$ cat config.mk
export PLATFORM = sky130hd
export DESIGN_NAME = ov7670_init_seq_flat
export DESIGN_NICKNAME = d
export VERILOG_FILES = /design/src/verilog/ov7670_pkg.sv /design/src/verilog/sccb_req_if.sv /design/src/verilog/ov7670_init_seq.sv /design/src/flat_wrapper.sv
export VERILOG_INCLUDE_DIRS = /design/src /design/src/verilog
export SDC_FILE = /design/constraint.sdc
export NUM_CORES = 1
export LEC_CHECK = 0
export ABC_AREA = 1
export BUFFER_PORTS_ARGS = -buffer_cell sky130_fd_sc_hd__buf_2
export CAP_MARGIN = 20
export CORE_UTILIZATION = 50
export CTS_BUF_LIST = sky130_fd_sc_hd__clkbuf_16
export CTS_CLUSTER_SIZE = 25
export DETAILED_ROUTE_END_ITERATION = 10
export GPL_TIMING_DRIVEN = 0
export HOLD_SLACK_MARGIN = 0.08
export PLACE_DENSITY = 0.7
export REMOVE_ABC_BUFFERS = 1
export SLEW_MARGIN = 20
export SYNTH_ARGS = -nofsm -noshare
export SYNTH_HDL_FRONTEND = slang
export SYNTH_SLANG_ARGS = --single-unit
$ cat constraint.sdc
create_clock -name clk -period 3.2 [get_ports clk]
set_input_delay 0.48 -clock clk [delete_from_list [all_inputs] [get_ports clk]]
set_output_delay 0.48 -clock clk [all_outputs]
set_load 0.01 [all_outputs]
$ cat src/verilog/sccb_defines.svh
`ifndef SCCB_DEFINES_SVH
`define SCCB_DEFINES_SVH

// system clocks per scl half period
`define SCCB_HALF_DIV 500

// system clocks per quarter of the scl period
`define SCCB_QUARTER_DIV 250

// start condition setup and hold, in system clocks
`define SCCB_SETUP_CYCLES 60

// first scl low after the start hold
`define SCCB_TLOW_CYCLES 130

// one bus byte, msb first on the wire
`define SCCB_BYTE_W 8

// ov7670 write address
`define SCCB_DEVICE_ID 8'h42

`endif

$ cat src/verilog/ov7670_pkg.sv
`include "sccb_defines.svh"

package ov7670_pkg;

    // table entries, end marker included
    localparam int TABLE_LEN = 76;

    // raw value that closes the table
    localparam logic [15:0] END_MARKER = 16'hFFFF;

    typedef logic [6:0] index_t;

    // one table word, either compared whole or split into the two bus bytes
    typedef union packed {
        logic [15:0] raw;
        struct packed {
            logic [`SCCB_BYTE_W-1:0] reg_addr;
            logic [`SCCB_BYTE_W-1:0] data;
        } fields;
    } reg_word_t;

    // register address in the high byte, value in the low byte
    function automatic reg_word_t reg_entry(input index_t idx);
        reg_word_t w;
        case (idx)
            // soft reset, then rgb output setup
            7'd0:  w.raw = 16'h1280;
            7'd1:  w.raw = 16'hFFF0;
            7'd2:  w.raw = 16'h1214;
            7'd3:  w.raw = 16'h1180;
            7'd4:  w.raw = 16'h0C04;
            7'd5:  w.raw = 16'h3E19;
            7'd6:  w.raw = 16'h0400;
            7'd7:  w.raw = 16'h40D0;
            7'd8:  w.raw = 16'h3A04;
            7'd9:  w.raw = 16'h1418;
            // color matrix
            7'd10: w.raw = 16'h4FB3;
            7'd11: w.raw = 16'h50B3;
            7'd12: w.raw = 16'h5100;
            7'd13: w.raw = 16'h523D;
            7'd14: w.raw = 16'h53A7;
            7'd15: w.raw = 16'h54E4;
            7'd16: w.raw = 16'h589E;
            7'd17: w.raw = 16'h3DC0;
            // window and timing
            7'd18: w.raw = 16'h1715;
            7'd19: w.raw = 16'h1803;
            7'd20: w.raw = 16'h3200;
            7'd21: w.raw = 16'h1903;
            7'd22: w.raw = 16'h1A7B;
            7'd23: w.raw = 16'h0300;
            7'd24: w.raw = 16'h0F41;
            7'd25: w.raw = 16'h1E00;
            7'd26: w.raw = 16'h330B;
            7'd27: w.raw = 16'h3C78;
            7'd28: w.raw = 16'h6900;
            7'd29: w.raw = 16'h7400;
            7'd30: w.raw = 16'hB084;
            7'd31: w.raw = 16'hB10C;
            7'd32: w.raw = 16'hB20E;
            7'd33: w.raw = 16'hB380;
            // scaling
            7'd34: w.raw = 16'h703A;
            7'd35: w.raw = 16'h7135;
            7'd36: w.raw = 16'h7211;
            7'd37: w.raw = 16'h73F1;
            7'd38: w.raw = 16'hA202;
            // gamma curve
            7'd39: w.raw = 16'h7A20;
            7'd40: w.raw = 16'h7B10;
            7'd41: w.raw = 16'h7C1E;
            7'd42: w.raw = 16'h7D35;
            7'd43: w.raw = 16'h7E5A;
            7'd44: w.raw = 16'h7F69;
            7'd45: w.raw = 16'h8076;
            7'd46: w.raw = 16'h8180;
            7'd47: w.raw = 16'h8288;
            7'd48: w.raw = 16'h838F;
            7'd49: w.raw = 16'h8496;
            7'd50: w.raw = 16'h85A3;
            7'd51: w.raw = 16'h86AF;
            7'd52: w.raw = 16'h87C4;
            7'd53: w.raw = 16'h88D7;
            7'd54: w.raw = 16'h89E8;
            // agc, aec and white balance
            7'd55: w.raw = 16'h13E0;
            7'd56: w.raw = 16'h0000;
            7'd57: w.raw = 16'h1000;
            7'd58: w.raw = 16'h0D40;
            7'd59: w.raw = 16'h1418;
            7'd60: w.raw = 16'hA505;
            7'd61: w.raw = 16'hAB07;
            7'd62: w.raw = 16'h2495;
            7'd63: w.raw = 16'h2533;
            7'd64: w.raw = 16'h26E3;
            7'd65: w.raw = 16'h9F78;
            7'd66: w.raw = 16'hA068;
            7'd67: w.raw = 16'hA103;
            7'd68: w.raw = 16'hA6D8;
            7'd69: w.raw = 16'hA7D8;
            7'd70: w.raw = 16'hA8F0;
            7'd71: w.raw = 16'hA990;
            7'd72: w.raw = 16'hAA94;
            7'd73: w.raw = 16'h13E7;
            7'd74: w.raw = 16'h6907;
            // past the end reads as the marker too
            default: w.raw = END_MARKER;
        endcase
        return w;
    endfunction

endpackage

$ cat src/verilog/sccb_req_if.sv
`timescale 1ns/10ps
`include "sccb_defines.svh"

// one write request, sequencer to engine
interface sccb_req_if;
    // one-cycle pulse, only while the engine idles
    logic                    start;
    // held from start until done
    logic [`SCCB_BYTE_W-1:0] reg_addr;
    logic [`SCCB_BYTE_W-1:0] data;
    // one-cycle pulse after the stop
    logic                    done;

    modport requester (output start, output reg_addr, output data, input done);

    modport engine (input start, input reg_addr, input data, output done);

endinterface

$ cat src/verilog/ov7670_init_seq.sv
`timescale 1ns/10ps

module ov7670_init_seq (
    input  logic          clk,
    input  logic          reset,
    sccb_req_if.requester req,
    output logic          config_done
);
    ov7670_pkg::index_t    idx;
    ov7670_pkg::reg_word_t entry;
    logic                  pending;

    // table word for the write in flight, stable until done moves idx
    assign entry        = ov7670_pkg::reg_entry(idx);
    assign req.reg_addr = entry.fields.reg_addr;
    assign req.data     = entry.fields.data;

    always_ff @(posedge clk, posedge reset) begin
        if (reset) begin
            idx         <= '0;
            pending     <= 1'b0;
            req.start   <= 1'b0;
            config_done <= 1'b0;
        end else begin
            req.start <= 1'b0;
            if (!pending && !config_done) begin
                // engine is idle whenever nothing is pending
                req.start <= 1'b1;
                pending   <= 1'b1;
            end else if (pending && req.done) begin
                pending <= 1'b0;
                idx     <= idx + 1'b1;
                // marker entry is written too, then the sequence stops
                if (entry.raw == ov7670_pkg::END_MARKER) begin
                    config_done <= 1'b1;
                end
            end
        end
    end

    // marker sits last, so the walk ends at the table length
    a_idx_range: assert property (@(posedge clk) disable iff (reset)
        idx <= ov7670_pkg::TABLE_LEN);

endmodule

$ cat src/flat_wrapper.sv
// flat-port wrapper written by rule: the top's interface ports become plain ports
module ov7670_init_seq_flat 
  (clk, reset, config_done, req_start, req_reg_addr, req_data, req_done);
  sccb_req_if req_i ();
  input  logic clk;
  input  logic reset;
  output logic config_done;
  output wire logic [$bits(req_i.start)-1:0] req_start;
  output wire logic [$bits(req_i.reg_addr)-1:0] req_reg_addr;
  output wire logic [$bits(req_i.data)-1:0] req_data;
  input wire logic [$bits(req_i.done)-1:0] req_done;
  assign req_start = req_i.start;
  assign req_reg_addr = req_i.reg_addr;
  assign req_data = req_i.data;
  assign req_i.done = req_done;
  ov7670_init_seq u_core (.clk(clk), .reset(reset), .req(req_i), .config_done(config_done));
endmodule
==> results.toml <==
[pwr]
power_mw = 2.32
p_per_area_mw_per_mm2 = 945
ir_worst_vdd_mv = 0.440
sw_frac_of_total_pct = 62.8
comb_power_share_pct = 74.4
switchingPower_mw = 1.46
power.leakage_nw = 1.30
intPower_mw = 0.864
p_seq_share_pct = 16.3
clkPwrFrac_pct = 9.3

[yosys]
avgSynthCellArea_um2 = 5.38
ys_seq_area_share_pct = 10.9
ys_types = 28
ys_ff_latch = 10
synthCells = 425
netlist_area_mm2 = 0.00229
yosysWarnings = 0

[outcome]
status = "complete, no violations"

[timing]
maxSlewViolCount = 0
rsz0062_at_grt = "false"
finalCritPeriodShare_pct = 93.1
max_freq_mhz = 336
worst_pin_slew_ns = 0.743
setup_tns_ns = 0
relSlewSlack_pct = 50.5
fin_skew_ns = 0.00220
hold_violations = 0
layout_min_cycle_time_ns = 2.98
setup_viol = 0

[critical_path]
cp_cell_sequence = "clkinvlp_4 > buf_4 > buf_4 > ha_1 > or2_2 > nand2_1 > nand3_1 > nand4_1 > nand2_1 > nand2_1 > inv_1 > buf_2"
cp.required_ns = 2.72
critPathArrivalTime_ns = 2.50
slowest_delay_ns = 0.55
ff2ff_path_depth = 17
regToRegSetupSlack_ns = 0.63
cpMostUsedCell = "nand2_1"
critPathMaxFanout = 14
critPathKind = "reg -> out"
startpoint = "u_core.idx[1]"
timing.rr.start = "u_core.idx[1]"
rr_endpoint = "u_core.config_done"
start_kind = "register"
endpoint_kind = "output port"
crit_slowest_cell = "dfrtp_4"

[global_route]
grt_pass1_vias = 2537
antenna_found_initial = 0
grt_max_degree = 36
grt_use_total_pct = 33.9
grt_pass1_wl_mm = 13.0
gr-total-overflow = 0

[floorplanning]
dieArea_mm2 = 0.00485
rows = 24
core_mm2 = 0.00438
start_util_pct = 52.1
die_y_um = 69.6
ioPinCount = 21
die_w_um = 69.6

[routing]
ant_nets = 0
vias = 2907
drc = 0
dr.pass1.iters = 6
viasPerCell = 5.97
wl_mm = 8.06
drtIter0Drc = 370
routedWlPerCell_um = 16.5

[place]
dp.final_hpwl_mm = 5.86
gp_congestion = 0.990
dpl.cell_count = 480
port_buffers = 20

[cells_and_area]
finalNonFillerCells = 487
n_fill_cell = 478
final-seq-area_um2 = 264
area_delta_synth_final_pct = 7.39
drive_above_1_share_pct = 11.5
layout_common_cells = "167 x nand2_1, 45 x nand3_1, 39 x inv_1"
layout.nets = 460
diodes = 0
layout_commonest_cell = "nand2_1"
multi_input_area_mm2 = 0.00174

[clock_tree]
path_clk_slew_ns = 0.04
worst_skew_pair.late_latency_ns = 0.23
cts_htree_levels = 1
cts_buffers = 3
cts_tree = "yes"
postCtsHoldBufs = 0
clockBufferDepth = 2
cts.sinks = 10
cts-root-buf = "clkbuf_16"

[job]
cap_viol_max_count = 0

[min_path]
hp-class = "in -> async"
-- synth_stat cells (all sizes together) --
master | count | area share [%]
clkbuf | 1 | 0.16
nand3 | 45 | 9.9
nand2 | 169 | 28
nor3 | 4 | 0.88
o21ai | 27 | 5.9
xor2 | 5 | 1.9
buf | 16 | 4.9
nor2 | 43 | 8.4
a21oi | 20 | 4.5
inv | 47 | 7.8
nand3b | 1 | 0.33
nand4 | 4 | 1.1
or2 | 2 | 0.55
dfrtp | 10 | 11
o31ai | 1 | 0.33
a21boi | 1 | 0.33
ha | 21 | 11
a22oi | 1 | 0.33
o211ai | 7 | 2.3
-- per-stage QoR --
step | instance area (um^2) | setup slack (ns) | hold WS [ns] | utilization, %
6_report | 2450 | 0.221 | 0.219 | 56.0
2_1_floorplan | 2170 | 0.616 | 0.320 | -
3_3_place_gp | 2340 | -0.177 | 0.445 | 53.3
5_1_grt | 2450 | 0.0576 | 0.258 | 56.0
4_1_cts | 2420 | 0.0330 | 0.221 | 55.2
3_5_place_dp | 2340 | -0.0622 | 0.447 | 53.3
-- power by group through the flow --
stage / Sequential (mW) / Clock [mW] / Combinational, mW
after floorplan: 0.285 / 0 / 1.19
after global placement: 0.359 / 0 / 1.63
after detailed placement: 0.353 / 0 / 1.61
after CTS: 0.352 / 0.219 / 1.62
after global routing: 0.388 / 0.229 / 1.91
final: 0.378 / 0.216 / 1.72
-- worst max-delay path: cells and delay by family, from the launching register on --
family,cells,cell delay (ns)
and+or+nand+nor,6,0.71
buffers and inverters,5,0.73
DFF,1,0.55
adders and majority gates,1,0.27
-- timing repair --
| item | in CTS | in global routing |
|---|---|---|
| buffers inserted | 0 | 3 |
| resized for setup | 2 | 6 |
| endpoints found under the setup margin | 14 | 12 |
| gates cloned | 0 | 0 |
-- metal layers --
metal / wire [um] / track usage, % / vias up
met5: 0 / 0 / -
met4: 222 / 9.78 / 0
met3: 1090 / 6.40 / 26
met2: 3320 / 50.9 / 220
met1: 3430 / 49.2 / 1290
li1: - / - / 1371
-- state kept, by name, summed over array words and instances, names as in the netlist --
signal              cells
u_core.idx              7
u_core.config_done      1
u_core.req.start        1
u_core.pending          1
-- worst max-delay path by stage --
stage                 endpoint  slack, ns  cells past startpoint
6_report           req_data[4]       0.22                     12
5_1_grt        req_reg_addr[6]       0.06                     14
4_1_cts        req_reg_addr[6]       0.03                     14
3_5_place_dp       req_data[4]      -0.06                     10
3_3_place_gp       req_data[5]      -0.18                     10
2_1_floorplan      req_data[4]       0.62                      9
-- area by class of cell --
class | instances | share of cell area [%]
Multi-Input combinational cell | 351 | 70.9
Sequential cell | 10 | 10.8
Inverter | 47 | 7.44
Timing Repair Buffer | 23 | 4.99
Clock buffer | 3 | 3.06
Tap cell | 52 | 2.65
Clock inverter | 1 | 0.153
-- cell families after synthesis --
family / after synthesis / synth area share (%)
AO/OA/AOI/OAI: 57 / 13.7
adder cells (fa/ha/maj): 21 / 11.5
AND/OR/NAND/NOR: 268 / 49.0
XOR/XNOR: 5 / 1.92
flip-flops: 10 / 10.9
buffers and inverters: 64 / 12.9
Power figures use the tool's default switching activity.
