### src/verilog/sccb_defines.svh
`ifndef SCCB_DEFINES_SVH
`define SCCB_DEFINES_SVH

// system clocks per scl half period
`define SCCB_HALF_DIV 500

// system clocks per quarter of the scl period
`define SCCB_QUARTER_DIV 250

// start condition setup and hold, in system clocks
`define SCCB_SETUP_CYCLES 60

// first scl low after the start hold
`define SCCB_TLOW_CYCLES 130

// one bus byte, msb first on the wire
`define SCCB_BYTE_W 8

// ov7670 write address
`define SCCB_DEVICE_ID 8'h42

`endif

### src/verilog/sccb_pkg.sv
package sccb_pkg;

    // write engine states, one byte walk reused for all three bytes
    typedef enum logic [4:0] {
        ST_IDLE,
        ST_START_SETUP,
        ST_START_HOLD,
        ST_FIRST_LOW,
        ST_BIT_Q1,
        ST_BIT_Q2,
        ST_BIT_Q3,
        ST_BIT_Q4,
        ST_ACK_LOW,
        ST_ACK_HIGH,
        ST_STOP_1,
        ST_STOP_2,
        ST_STOP_3,
        ST_DONE
    } engine_state_t;

    // scl level plus the double-rate flag names one quarter
    typedef struct packed {
        logic scl_level;
        logic quarter;
    } phase_t;

    // the four quarters of one scl period, in time order
    localparam phase_t PH_LOW_1  = '{scl_level: 1'b0, quarter: 1'b0};
    localparam phase_t PH_LOW_2  = '{scl_level: 1'b0, quarter: 1'b1};
    localparam phase_t PH_HIGH_1 = '{scl_level: 1'b1, quarter: 1'b0};
    localparam phase_t PH_HIGH_2 = '{scl_level: 1'b1, quarter: 1'b1};

endpackage

### src/verilog/sccb_phase_gen.sv
`timescale 1ns/10ps
`include "sccb_defines.svh"

module sccb_phase_gen (
    input  logic clk,
    input  logic reset,
    output logic scl_level,
    output logic quarter
);
    localparam int DIV_W = $clog2(`SCCB_HALF_DIV);

    logic [DIV_W-1:0] half_cnt;
    logic [DIV_W-1:0] quarter_cnt;
    sccb_pkg::phase_t phase_q;

    // both dividers free-run from zero, so their edges line up
    always_ff @(posedge clk, posedge reset) begin
        if (reset) begin
            half_cnt    <= '0;
            quarter_cnt <= '0;
            phase_q     <= '0;
        end else begin
            // scl level, one toggle per half period
            if (half_cnt == DIV_W'(`SCCB_HALF_DIV - 1)) begin
                half_cnt          <= '0;
                phase_q.scl_level <= ~phase_q.scl_level;
            end else begin
                half_cnt <= half_cnt + 1'b1;
            end
            // quarter flag at twice the scl rate
            if (quarter_cnt == DIV_W'(`SCCB_QUARTER_DIV - 1)) begin
                quarter_cnt     <= '0;
                phase_q.quarter <= ~phase_q.quarter;
            end else begin
                quarter_cnt <= quarter_cnt + 1'b1;
            end
        end
    end

    assign scl_level = phase_q.scl_level;
    assign quarter   = phase_q.quarter;

    // scl edges must fall on quarter boundaries or the engine misreads phases
    a_phase_aligned: assert property (@(posedge clk) disable iff (reset)
        $changed(phase_q.scl_level) |-> $changed(phase_q.quarter));

endmodule

### config.mk
export PLATFORM = sky130hd
export DESIGN_NAME = sccb_phase_gen
export DESIGN_NICKNAME = d
export VERILOG_FILES = /design/src/verilog/sccb_pkg.sv /design/src/verilog/sccb_phase_gen.sv
export VERILOG_INCLUDE_DIRS = /design/src /design/src/verilog
export SDC_FILE = /design/constraint.sdc
export NUM_CORES = 1
export LEC_CHECK = 0
export BUFFER_PORTS_ARGS = -buffer_cell sky130_fd_sc_hd__buf_4
export CAP_MARGIN = 25
export CORE_ASPECT_RATIO = 0.9
export CORE_MARGIN = 4
export CORE_UTILIZATION = 35
export CTS_CLUSTER_DIAMETER = 50
export CTS_CLUSTER_SIZE = 20
export DETAILED_ROUTE_END_ITERATION = 10
export GPL_ROUTABILITY_DRIVEN = 0
export PLACE_DENSITY_LB_ADDON = 0.1
export SLEW_MARGIN = 40
export SYNTH_ARGS = -nofsm -noshare
export SYNTH_HDL_FRONTEND = slang
export SYNTH_SLANG_ARGS = --single-unit
### constraint.sdc
create_clock -name clk -period 2.73 [get_ports clk]
set_clock_uncertainty 0.15 [all_clocks]
set_input_delay 0.273 -clock clk [delete_from_list [all_inputs] [get_ports clk]]
set_output_delay 0.273 -clock clk [all_outputs]
set_load 0.005 [all_outputs]
==> impl_metrics.ini, run 1 <==
[timing]
layout_worst_path_cycle_share_pct = 57.14
slew_viol_final = 0
finalSetupViolCount = 0
max_clock_freq_ghz = 0.6411
finalCriticalPeriod_ns = 1.560
setup_tns_ns = 0
tightestPinTransition_ns = 0.4721
finalHoldViolations = 0
rsz0062_at_grt = no
worst_slew_margin_rel_pct = 68.29

[clock_tree]
cts.sinks = 20
clkTransAtPathRegs_ns = 0.11
max-clock-path-buffers = 2
clock_latency_ns = 0.30
h-tree-depth = 1
root_buffer = clkbuf_4
cts_tree = built
cts_buffers = 3

[logic_synthesis]
ys_seq_area_share_pct = 51.68
synthDistinctLibCells = 28
yosys_warnings = 0
synth_nets = 98
syn_avg_cell_area_um2 = 10.41
syn-cell-area_um2 = 968.4
synthCells = 93
synth_edf_count = 0
synth_flop_cell = dfrtp_1
ys_ff_latch = 20
async_flop_share_pct = 100.0

[critical_path]
critPathLaunchType = flip-flop
crit_path_max_fanout = 8
path_class = flip-flop to flip-flop
slowest_stage = nor4_4
arrival_ns = 1.64
cp_top_family = simple AND/OR/NAND/NOR gates
crit_chain = inv_1 > ha_1 > nand2b_2 > nor4_4 > xor2_1
reg2reg_setup_slack_ns = 1.17
critPathMaxStageDelay_ns = 0.43
critical_path_buf_inv_count = 1
worstPathRequired_ns = 2.82
cp_num_cells = 5
worst_r2r_path_depth = 5
end_kind = flip-flop

[global_routing]
grt_pass1_wl_mm = 3.008
overflow = 0
grt_pass1_vias = 660
grt_max_degree = 21
antenna_found_initial = 0
track_usage_pct = 10.32

[layout]
antenna_cells = 0
nets = 107
layout_commonest_cell = dfrtp_1
drive_above_1_share_pct = 12.87
final_cells = 129
final_cell_mix = dfrtp_1 (20), nand2_1 (11), nor2_1 (7)
utilization_pct = 42.65
area_delta_synth_final_pct = 12.40

[routing]
postRouteAntennaNets = 0
finalWirelength_mm = 1.619
drc = 0
vias = 643
post_drt_wl_per_cell_um = 12.55
via_per_inst = 4.984
drt_iter0_markers = 21
drt_pass1_iterations = 4

[die]
core_area_um2 = 2552
die_w_um = 63.45
start_util_pct = 37.94
die_area_um2 = 3673
ioPinCount = 4
die_h_um = 57.90
num_rows = 17

[min_path]
hold_depth = 1
min_path_type = flip-flop to flip-flop

[job]
drv_cap = 0

[place]
port_buffers = 3
place_hpwl_mm = 1.157
dp.cells = 124

[power_and_ir_drop]
power.leakage_nw = 0.4704
power.total_mw = 0.5437
irDropWorstVdd_v = 0.0001943
power_density_nw_per_um2 = 499.4

[run_status]
outcome = completed
-- layout make-up --
type	instances	area (µm²)
tap	28	35.03
sequential	20	500.5
multi-input combinational	67	445.4
inverter	6	22.52
clock buffer	3	22.52
fill	268	1464
timing repair buffer	4	32.53
clock inverter	1	30.03
-- cell families (layout without fill, tap and decap cells) --
kind of cell / Yosys count / after routing / synth area share (%)
multiplexers: 2 / 2 / 2.196
flip-flops: 20 / 20 / 51.68
XOR/XNOR: 7 / 7 / 6.331
adder cells (fa/ha/maj): 3 / 3 / 3.876
AND/OR/NAND/NOR: 39 / 39 / 23.00
buffers and inverters: 6 / 14 / 2.325
AO/OA/AOI/OAI: 16 / 16 / 10.59
-- sequential cells by signal, summed over array words and instances (netlist names) --
name and count:
half_cnt 9, quarter 1, quarter_cnt 9, scl_level 1
-- synth_stat cells (2+ instances only) --
| master | instances | area share [%] |
|---|---|---|
| a21oi_1 | 5 | 2.6 |
| dfrtp_1 | 20 | 52 |
| ha_1 | 3 | 3.9 |
| inv_1 | 6 | 2.3 |
| nand2_1 | 11 | 4.3 |
| nand2b_1 | 2 | 1.3 |
| nand3_1 | 4 | 2.1 |
| nand4_1 | 2 | 1.3 |
| nor2_1 | 7 | 2.7 |
| nor2b_1 | 2 | 1.3 |
| nor3_1 | 2 | 1.0 |
| o21ai_0 | 4 | 2.1 |
| o221ai_1 | 2 | 1.8 |
| o31ai_1 | 2 | 1.5 |
| or3_1 | 3 | 1.9 |
| xnor2_1 | 3 | 2.7 |
| xor2_1 | 4 | 3.6 |
-- metal layers --
layer / track usage (%) / vias up / wire, µm
li1: - / 342 / -
met1: 15.24 / 291 / 936
met2: 13.69 / 8 / 604
met3: 4.264 / 2 / 64
met4: 2.769 / 0 / 13
met5: 0 / - / 0
-- through the flow --
step                      worst slack (ns)  hold WS [ns]  instance area [µm²]
after global placement               1.192        0.2975                 1026
final                                1.170        0.3211                 1089
after CTS                            1.153        0.3234                 1089
after floorplan                      1.300       0.08683                968.4
after detailed placement             1.161        0.3063                 1026
after global routing                 1.054        0.3492                 1089
-- report_power, final --
part	internal [mW]	switching [mW]	leakage, nW
combinational	0.00199	0.00599	0.192
sequential	0.296	0	0.251
clock	0.148	0.0912	0.0279
-- worst paths after layout --
kind	start	end
min in group asynchronous	reset	half_cnt[0]
max in group asynchronous	reset	half_cnt[8]
worst min-delay path	half_cnt[0]	half_cnt[0]
worst min register to register	half_cnt[0]	half_cnt[0]
worst max register to register	quarter_cnt[1]	quarter
worst max-delay path	quarter_cnt[1]	quarter
-- timing repair --
action                                 4_1_cts  5_1_grt
gates resized for setup                      0        0
setup buffers                                0        0
hold buffers                                 1        0
endpoints found under the hold margin       20        0
No activity file was read; power rests on OpenSTA's default activity.
==> run 2, diff against run 1 <==
--- a/config.mk
+++ b/config.mk
@@ -6,6 +6,7 @@
 export SDC_FILE = /design/constraint.sdc
 export NUM_CORES = 1
 export LEC_CHECK = 0
+export ABC_AREA = 1
 export BUFFER_PORTS_ARGS = -buffer_cell sky130_fd_sc_hd__buf_4
 export CAP_MARGIN = 25
 export CORE_ASPECT_RATIO = 0.9
==> constraint.sdc (replaced) <==
create_clock -name clk -period 1.4 [get_ports clk]
set_clock_uncertainty 0.15 [all_clocks]
set_input_delay 0.14 -clock clk [delete_from_list [all_inputs] [get_ports clk]]
set_output_delay 0.14 -clock clk [all_outputs]
set_load 0.005 [all_outputs]
==> impl_metrics.ini, run 2 <==
[run_status]
outcome = completed

[routing]
drc = 0
finalWirelength_mm = 1.781
via_per_inst = 4.228
drt_pass1_iterations = 4
post_drt_wl_per_cell_um = 9.679
postRouteAntennaNets = 0
drt_iter0_markers = 20
vias = 778

[layout]
multi_input_area_um2 = 498.0
final_cell_mix = nand2_1 (32), nor2_1 (29), dfrtp_1 (20)
layout_commonest_cell = nand2_1
nets = 151
drive_above_1_share_pct = 15.28
nFillCells = 304
top_regs = half_cnt (9), quarter_cnt (9)
final_cells = 184
antenna_cells = 0
regArea_um2 = 500.5
final_cell_area_um2 = 1185
area_delta_synth_final_pct = 13.69

[critical_path]
crit_path_max_fanout = 5
critPathLaunchType = flip-flop
worstPathRequired_ns = 1.45
arrival_ns = 1.34
path_class = flip-flop to flip-flop
end_kind = flip-flop

[clock_tree]
max-clock-path-buffers = 2
cts.sinks = 20
cts_buffers = 3
root_buffer = clkbuf_4
clkTransAtPathRegs_ns = 0.11
cts_tree = built
h-tree-depth = 1
clock_latency_ns = 0.29

[global_routing]
antenna_found_initial = 0
met2_usage_pct = 15.58
overflow = 0
track_usage_pct = 11.19
grt_pass1_vias = 753
grt_pass1_wl_mm = 3.346
met1_usage_pct = 17.18
grt_max_degree = 21
met3_usage_pct = 3.383
busiest_layer = met1

[logic_synthesis]
syn_avg_cell_area_um2 = 7.720
ys_ff_latch = 20
synthCells = 135
syn-cell-area_um2 = 1042
synth_simple_gate_area_share_pct = 35.41
synth_edf_count = 0
synth_flop_cell = dfrtp_1
synth_fa_ha_area_share_pct = 3.601
synth_area_leader_cell = dfrtp_1
synth_xor_area_share_pct = 2.521
synthDistinctLibCells = 19
synth_top_area_share_pct = 48.02
ys_seq_area_share_pct = 48.02
synth_nets = 140
yosys-top-cells-count = nand2_1 (34), nor2_1 (32), dfrtp_1 (20)
synth_mux_area_share_pct = 0
async_flop_share_pct = 100.0
synth_top_family_by_area = simple AND/OR/NAND/NOR gates
ys_top_cells_by_area = dfrtp_1 (48%), nand2_1 (12%), nor2_1 (12%)
yosysMostFrequentCell = nand2_1
synth_compound_area_share_pct = 4.322
yosys_warnings = 0

[timing]
finalSetupViolCount = 0
finalHoldViolations = 0
fin_worst_hold_slack_ns = 0.2673
slew_viol_final = 0
tightestPinTransition_ns = 0.2573
setup_tns_ns = 0
rsz0062_at_grt = no
layout_worst_path_cycle_share_pct = 92.22
finalCriticalPeriod_ns = 1.291
worst_slew_margin_rel_pct = 82.85
setup_ws_ns = 0.1089
max_clock_freq_ghz = 0.7745

[die]
die_w_um = 65.52
die_area_um2 = 3916
core_area_um2 = 2793
ioPinCount = 4
start_util_pct = 37.32
num_rows = 18
die_h_um = 59.77

[place]
dp.cells = 179
placed_area_um2 = 1122
place_hpwl_mm = 1.382
port_buffers = 3
post-place-ws_ns = 0.03736

[power_and_ir_drop]
power.leakage_nw = 0.5955
irDropWorstVdd_v = 0.0005425
power_density_nw_per_um2 = 726.0

[job]
drv_cap = 0

[min_path]
min_path_type = input port to asynchronous set/reset pin
==> run 2: cell types whose count changed in the layout (fill, tap and decap cells not counted), moves of 4 or more <==
| cell | previous run | this run |
|---|---|---|
| nand2_2 | 0 | 4 |
| nand2_1 | 11 | 32 |
| nand3_1 | 4 | 9 |
| nor2_1 | 7 | 29 |
| inv_1 | 5 | 16 |
==> run 2: cell type report <==
cell class              count  share of cell area [%]
repair buffers              6                   4.013
inverters                  17                   5.597
clock buffers               3                   1.901
multi-input cells          98                   42.03
well taps                  40                   4.224
flip-flops and latches     20                   42.24
==> run 2: per-stage QoR <==
step / total power, mW / utilization [%]
finish: 0.8603 / 42.43
global placement: 0.6051 / 40.19
detailed placement: 0.6050 / 40.19
CTS: 0.8789 / 41.35
floorplan: 0.5973 / -
global route: 0.9027 / 42.43
==> run 2: cells by family (layout without fill, tap and decap cells) <==
group	Yosys count	count (layout)
adders and majority gates	3	3
xor gates and xnor gates	3	3
and+or+nand+nor	84	84
AOI/OAI and AO/OA	8	8
buffers and inverters	17	26
DFF	20	20
==> run 2: what timing repair did <==
action                     CTS  global route
hold buffers                 1             0
setup endpoints to repair    0            10
setup buffers                0             1
resized for setup            0             8
hold endpoints to repair    20             0
==> run 2: worst max-delay path, cell delays in order, from the launching register on <==
cell and delay (ns):
dfrtp_1 0.43, ha_1 0.22, nand2_2 0.10, nor2_2 0.12, nand3_1 0.08, nand2_1 0.07
inv_1 0.03
==> run 2: final timing paths <==
| path | from | end | slack (ns) | cells after the start |
|---|---|---|---|---|
| hold / removal | reset | half_cnt[0] | 0.27 | 4 |
| min in group clk | scl_level | scl_level | 0.36 | 2 |
| hold reg to reg | scl_level | scl_level | 0.36 | 2 |
| setup reg to reg | quarter_cnt[0] | quarter_cnt[8] | 0.11 | 6 |
| max in group asynchronous | reset | half_cnt[8] | 0.63 | 4 |
| setup / recovery | quarter_cnt[0] | quarter_cnt[8] | 0.11 | 6 |
==> run 2: routing by layer <==
metal	up-vias	wire [µm]
met2	4	664
met5	-	0
met3	2	39
met1	336	1061
li1	436	-
met4	0	15
==> run 2: where the power goes <==
part           switching, mW  internal, mW  leakage (nW)
registers                  0         0.577         0.251
clock network          0.165         0.100        0.0138
logic                 0.0118       0.00563         0.331
total                  0.177         0.683         0.596
==> run 3, diff against run 2 <==
--- a/config.mk
+++ b/config.mk
@@ -12,11 +12,14 @@
 export CORE_ASPECT_RATIO = 0.9
 export CORE_MARGIN = 4
 export CORE_UTILIZATION = 35
+export CTS_BUF_LIST = sky130_fd_sc_hd__clkbuf_4 sky130_fd_sc_hd__clkbuf_8 sky130_fd_sc_hd__clkbuf_16
 export CTS_CLUSTER_DIAMETER = 50
 export CTS_CLUSTER_SIZE = 20
 export DETAILED_ROUTE_END_ITERATION = 10
 export GPL_ROUTABILITY_DRIVEN = 0
+export HOLD_SLACK_MARGIN = 0.05
 export PLACE_DENSITY_LB_ADDON = 0.1
+export SKIP_LAST_GASP = 1
 export SLEW_MARGIN = 40
 export SYNTH_ARGS = -nofsm -noshare
 export SYNTH_HDL_FRONTEND = slang
==> impl_metrics.ini, run 3 (synthesis gave the netlist of run 2 again) <==
[run_status]
outcome = completed

[place]
place_hpwl_mm = 1.382
port_buffers = 3
placed_area_um2 = 1122
post-place-ws_ns = 0.03736

[routing]
drt_pass1_iterations = 4
post_drt_wl_per_cell_um = 9.679
drc = 0
vias = 777
drt_iter0_markers = 20
postRouteAntennaNets = 0
via_per_inst = 4.223
finalWirelength_mm = 1.781

[global_routing]
overflow = 0
grt_pass1_vias = 753
grt_max_degree = 21
track_usage_pct = 11.19
grt_pass1_wl_mm = 3.346
antenna_found_initial = 0

[die]
die_area_um2 = 3916
num_rows = 18
die_w_um = 65.52
ioPinCount = 4
die_h_um = 59.77
core_area_um2 = 2793
start_util_pct = 37.32

[clock_tree]
cts.sinks = 20
cts_buffers = 3
clock_latency_ns = 0.29
root_buffer = clkbuf_4
cts_tree = built
clkTransAtPathRegs_ns = 0.10
h-tree-depth = 1
max-clock-path-buffers = 2

[critical_path]
crit_chain = ha_2 > nand2_1 > nor2_1 > nand3_1 > nand2_1 > nor2_1
end_kind = flip-flop
critical_path_buf_inv_count = 0
path_class = flip-flop to flip-flop
slowest_stage = dfrtp_1
reg2reg_from = half_cnt[0]
reg2reg_setup_slack_ns = 0.06
critPathLaunchType = flip-flop
worst_r2r_path_depth = 6
crit_path_max_fanout = 5
critPathMaxStageDelay_ns = 0.40
worstPathRequired_ns = 1.44
cp_top_family = simple AND/OR/NAND/NOR gates
arrival_ns = 1.38
timing.rr.end = half_cnt[8]

[layout]
layout_commonest_cell = nand2_1
nFillCells = 308
final_cell_area_um2 = 1180
area_delta_synth_final_pct = 13.21
nets = 151
drive_above_1_share_pct = 13.89
final_cell_mix = nand2_1 (33), nor2_1 (30), dfrtp_1 (20)
top_regs = half_cnt (9), quarter_cnt (9)
antenna_cells = 0

[power_and_ir_drop]
power.total_mw = 0.8602
power_density_nw_per_um2 = 729.1
irDropWorstVdd_v = 0.0005424
power.switching_mw = 0.1772
cellInternalPower_mw = 0.6830
sequentialPowerShare_pct = 67.1
p_comb_share_pct = 2.0
power.leakage_nw = 0.5946
clkPwrFrac_pct = 30.9
switching_share_pct = 20.60

[min_path]
min_path_type = input port to asynchronous set/reset pin

[timing]
finalHoldViolations = 0
fin_worst_hold_slack_ns = 0.2673
tightestPinTransition_ns = 0.2572
worst_slew_margin_rel_pct = 82.85
layout_worst_path_cycle_share_pct = 95.89
setup_ws_ns = 0.05756
finalSetupViolCount = 0
finalCriticalPeriod_ns = 1.342
setup_tns_ns = 0
max_clock_freq_ghz = 0.7449
slew_viol_final = 0
rsz0062_at_grt = yes

[job]
drv_cap = 0
run 3: cell counts in the layout (fill, tap and decap cells not counted):
Identical to the previous run, type by type.
run 3: what timing repair did:
item | in CTS | in global routing
setup buffers | 0 | 1
endpoints found under the hold margin | 20 | 0
endpoints found under the setup margin | 0 | 10
gates resized for setup | 0 | 6
hold buffers | 1 | 0
run 3: power by group through the flow:
stage / Sequential (mW) / Combinational (mW) / Clock (mW)
2_1_floorplan: 0.589 / 0.00865 / 0
3_3_place_gp: 0.589 / 0.0165 / 0
3_5_place_dp: 0.589 / 0.0164 / 0
4_1_cts: 0.577 / 0.0186 / 0.283
5_1_grt: 0.578 / 0.0209 / 0.304
6_report: 0.577 / 0.0174 / 0.265
run 3: worst max path at each step:
stage,startpoint,to,slack (ns),cells after the start
floorplan,half_cnt[0],half_cnt[8],0.15,5
global placement,half_cnt[0],half_cnt[8],0.06,6
detailed placement,half_cnt[0],half_cnt[8],0.04,5
CTS,half_cnt[0],half_cnt[8],0.03,5
global route,half_cnt[0],half_cnt[8],-0.04,6
finish,half_cnt[0],half_cnt[8],0.06,6
run 3: worst min-delay path, cell delays in order:
cell and delay, ns:
dlygate4sd3_1 0.54, buf_4 0.13, inv_1 0.04, buf_4 0.26
run 3: through the flow:
step                instances  utilization [%]
global placement          179            40.19
detailed placement        179            40.19
finish                    184            42.25
floorplan                 135                -
CTS                       183            41.35
global route              184            42.25
run 3: layer usage:
metal  part of all wire [%]  routed length [µm]  vias up  track usage, %
li1                       -                   -      436               -
met1                     60                1063      335           17.18
met2                     37                 663        4           15.58
met3                    2.2                  39        2           3.383
met4                   0.84                  15        0           1.775
met5                      0                   0        -               0
run 3: final cells by class:
| type | instances | area (µm²) | share of cell area (%) |
|---|---|---|---|
| inverters | 17 | 66.31 | 5.620 |
| flip-flops and latches | 20 | 500.5 | 42.42 |
| multi-input cells | 98 | 493.0 | 41.78 |
| well taps | 40 | 50.05 | 4.242 |
| repair buffers | 6 | 47.55 | 4.030 |
| clock buffers | 3 | 22.52 | 1.909 |
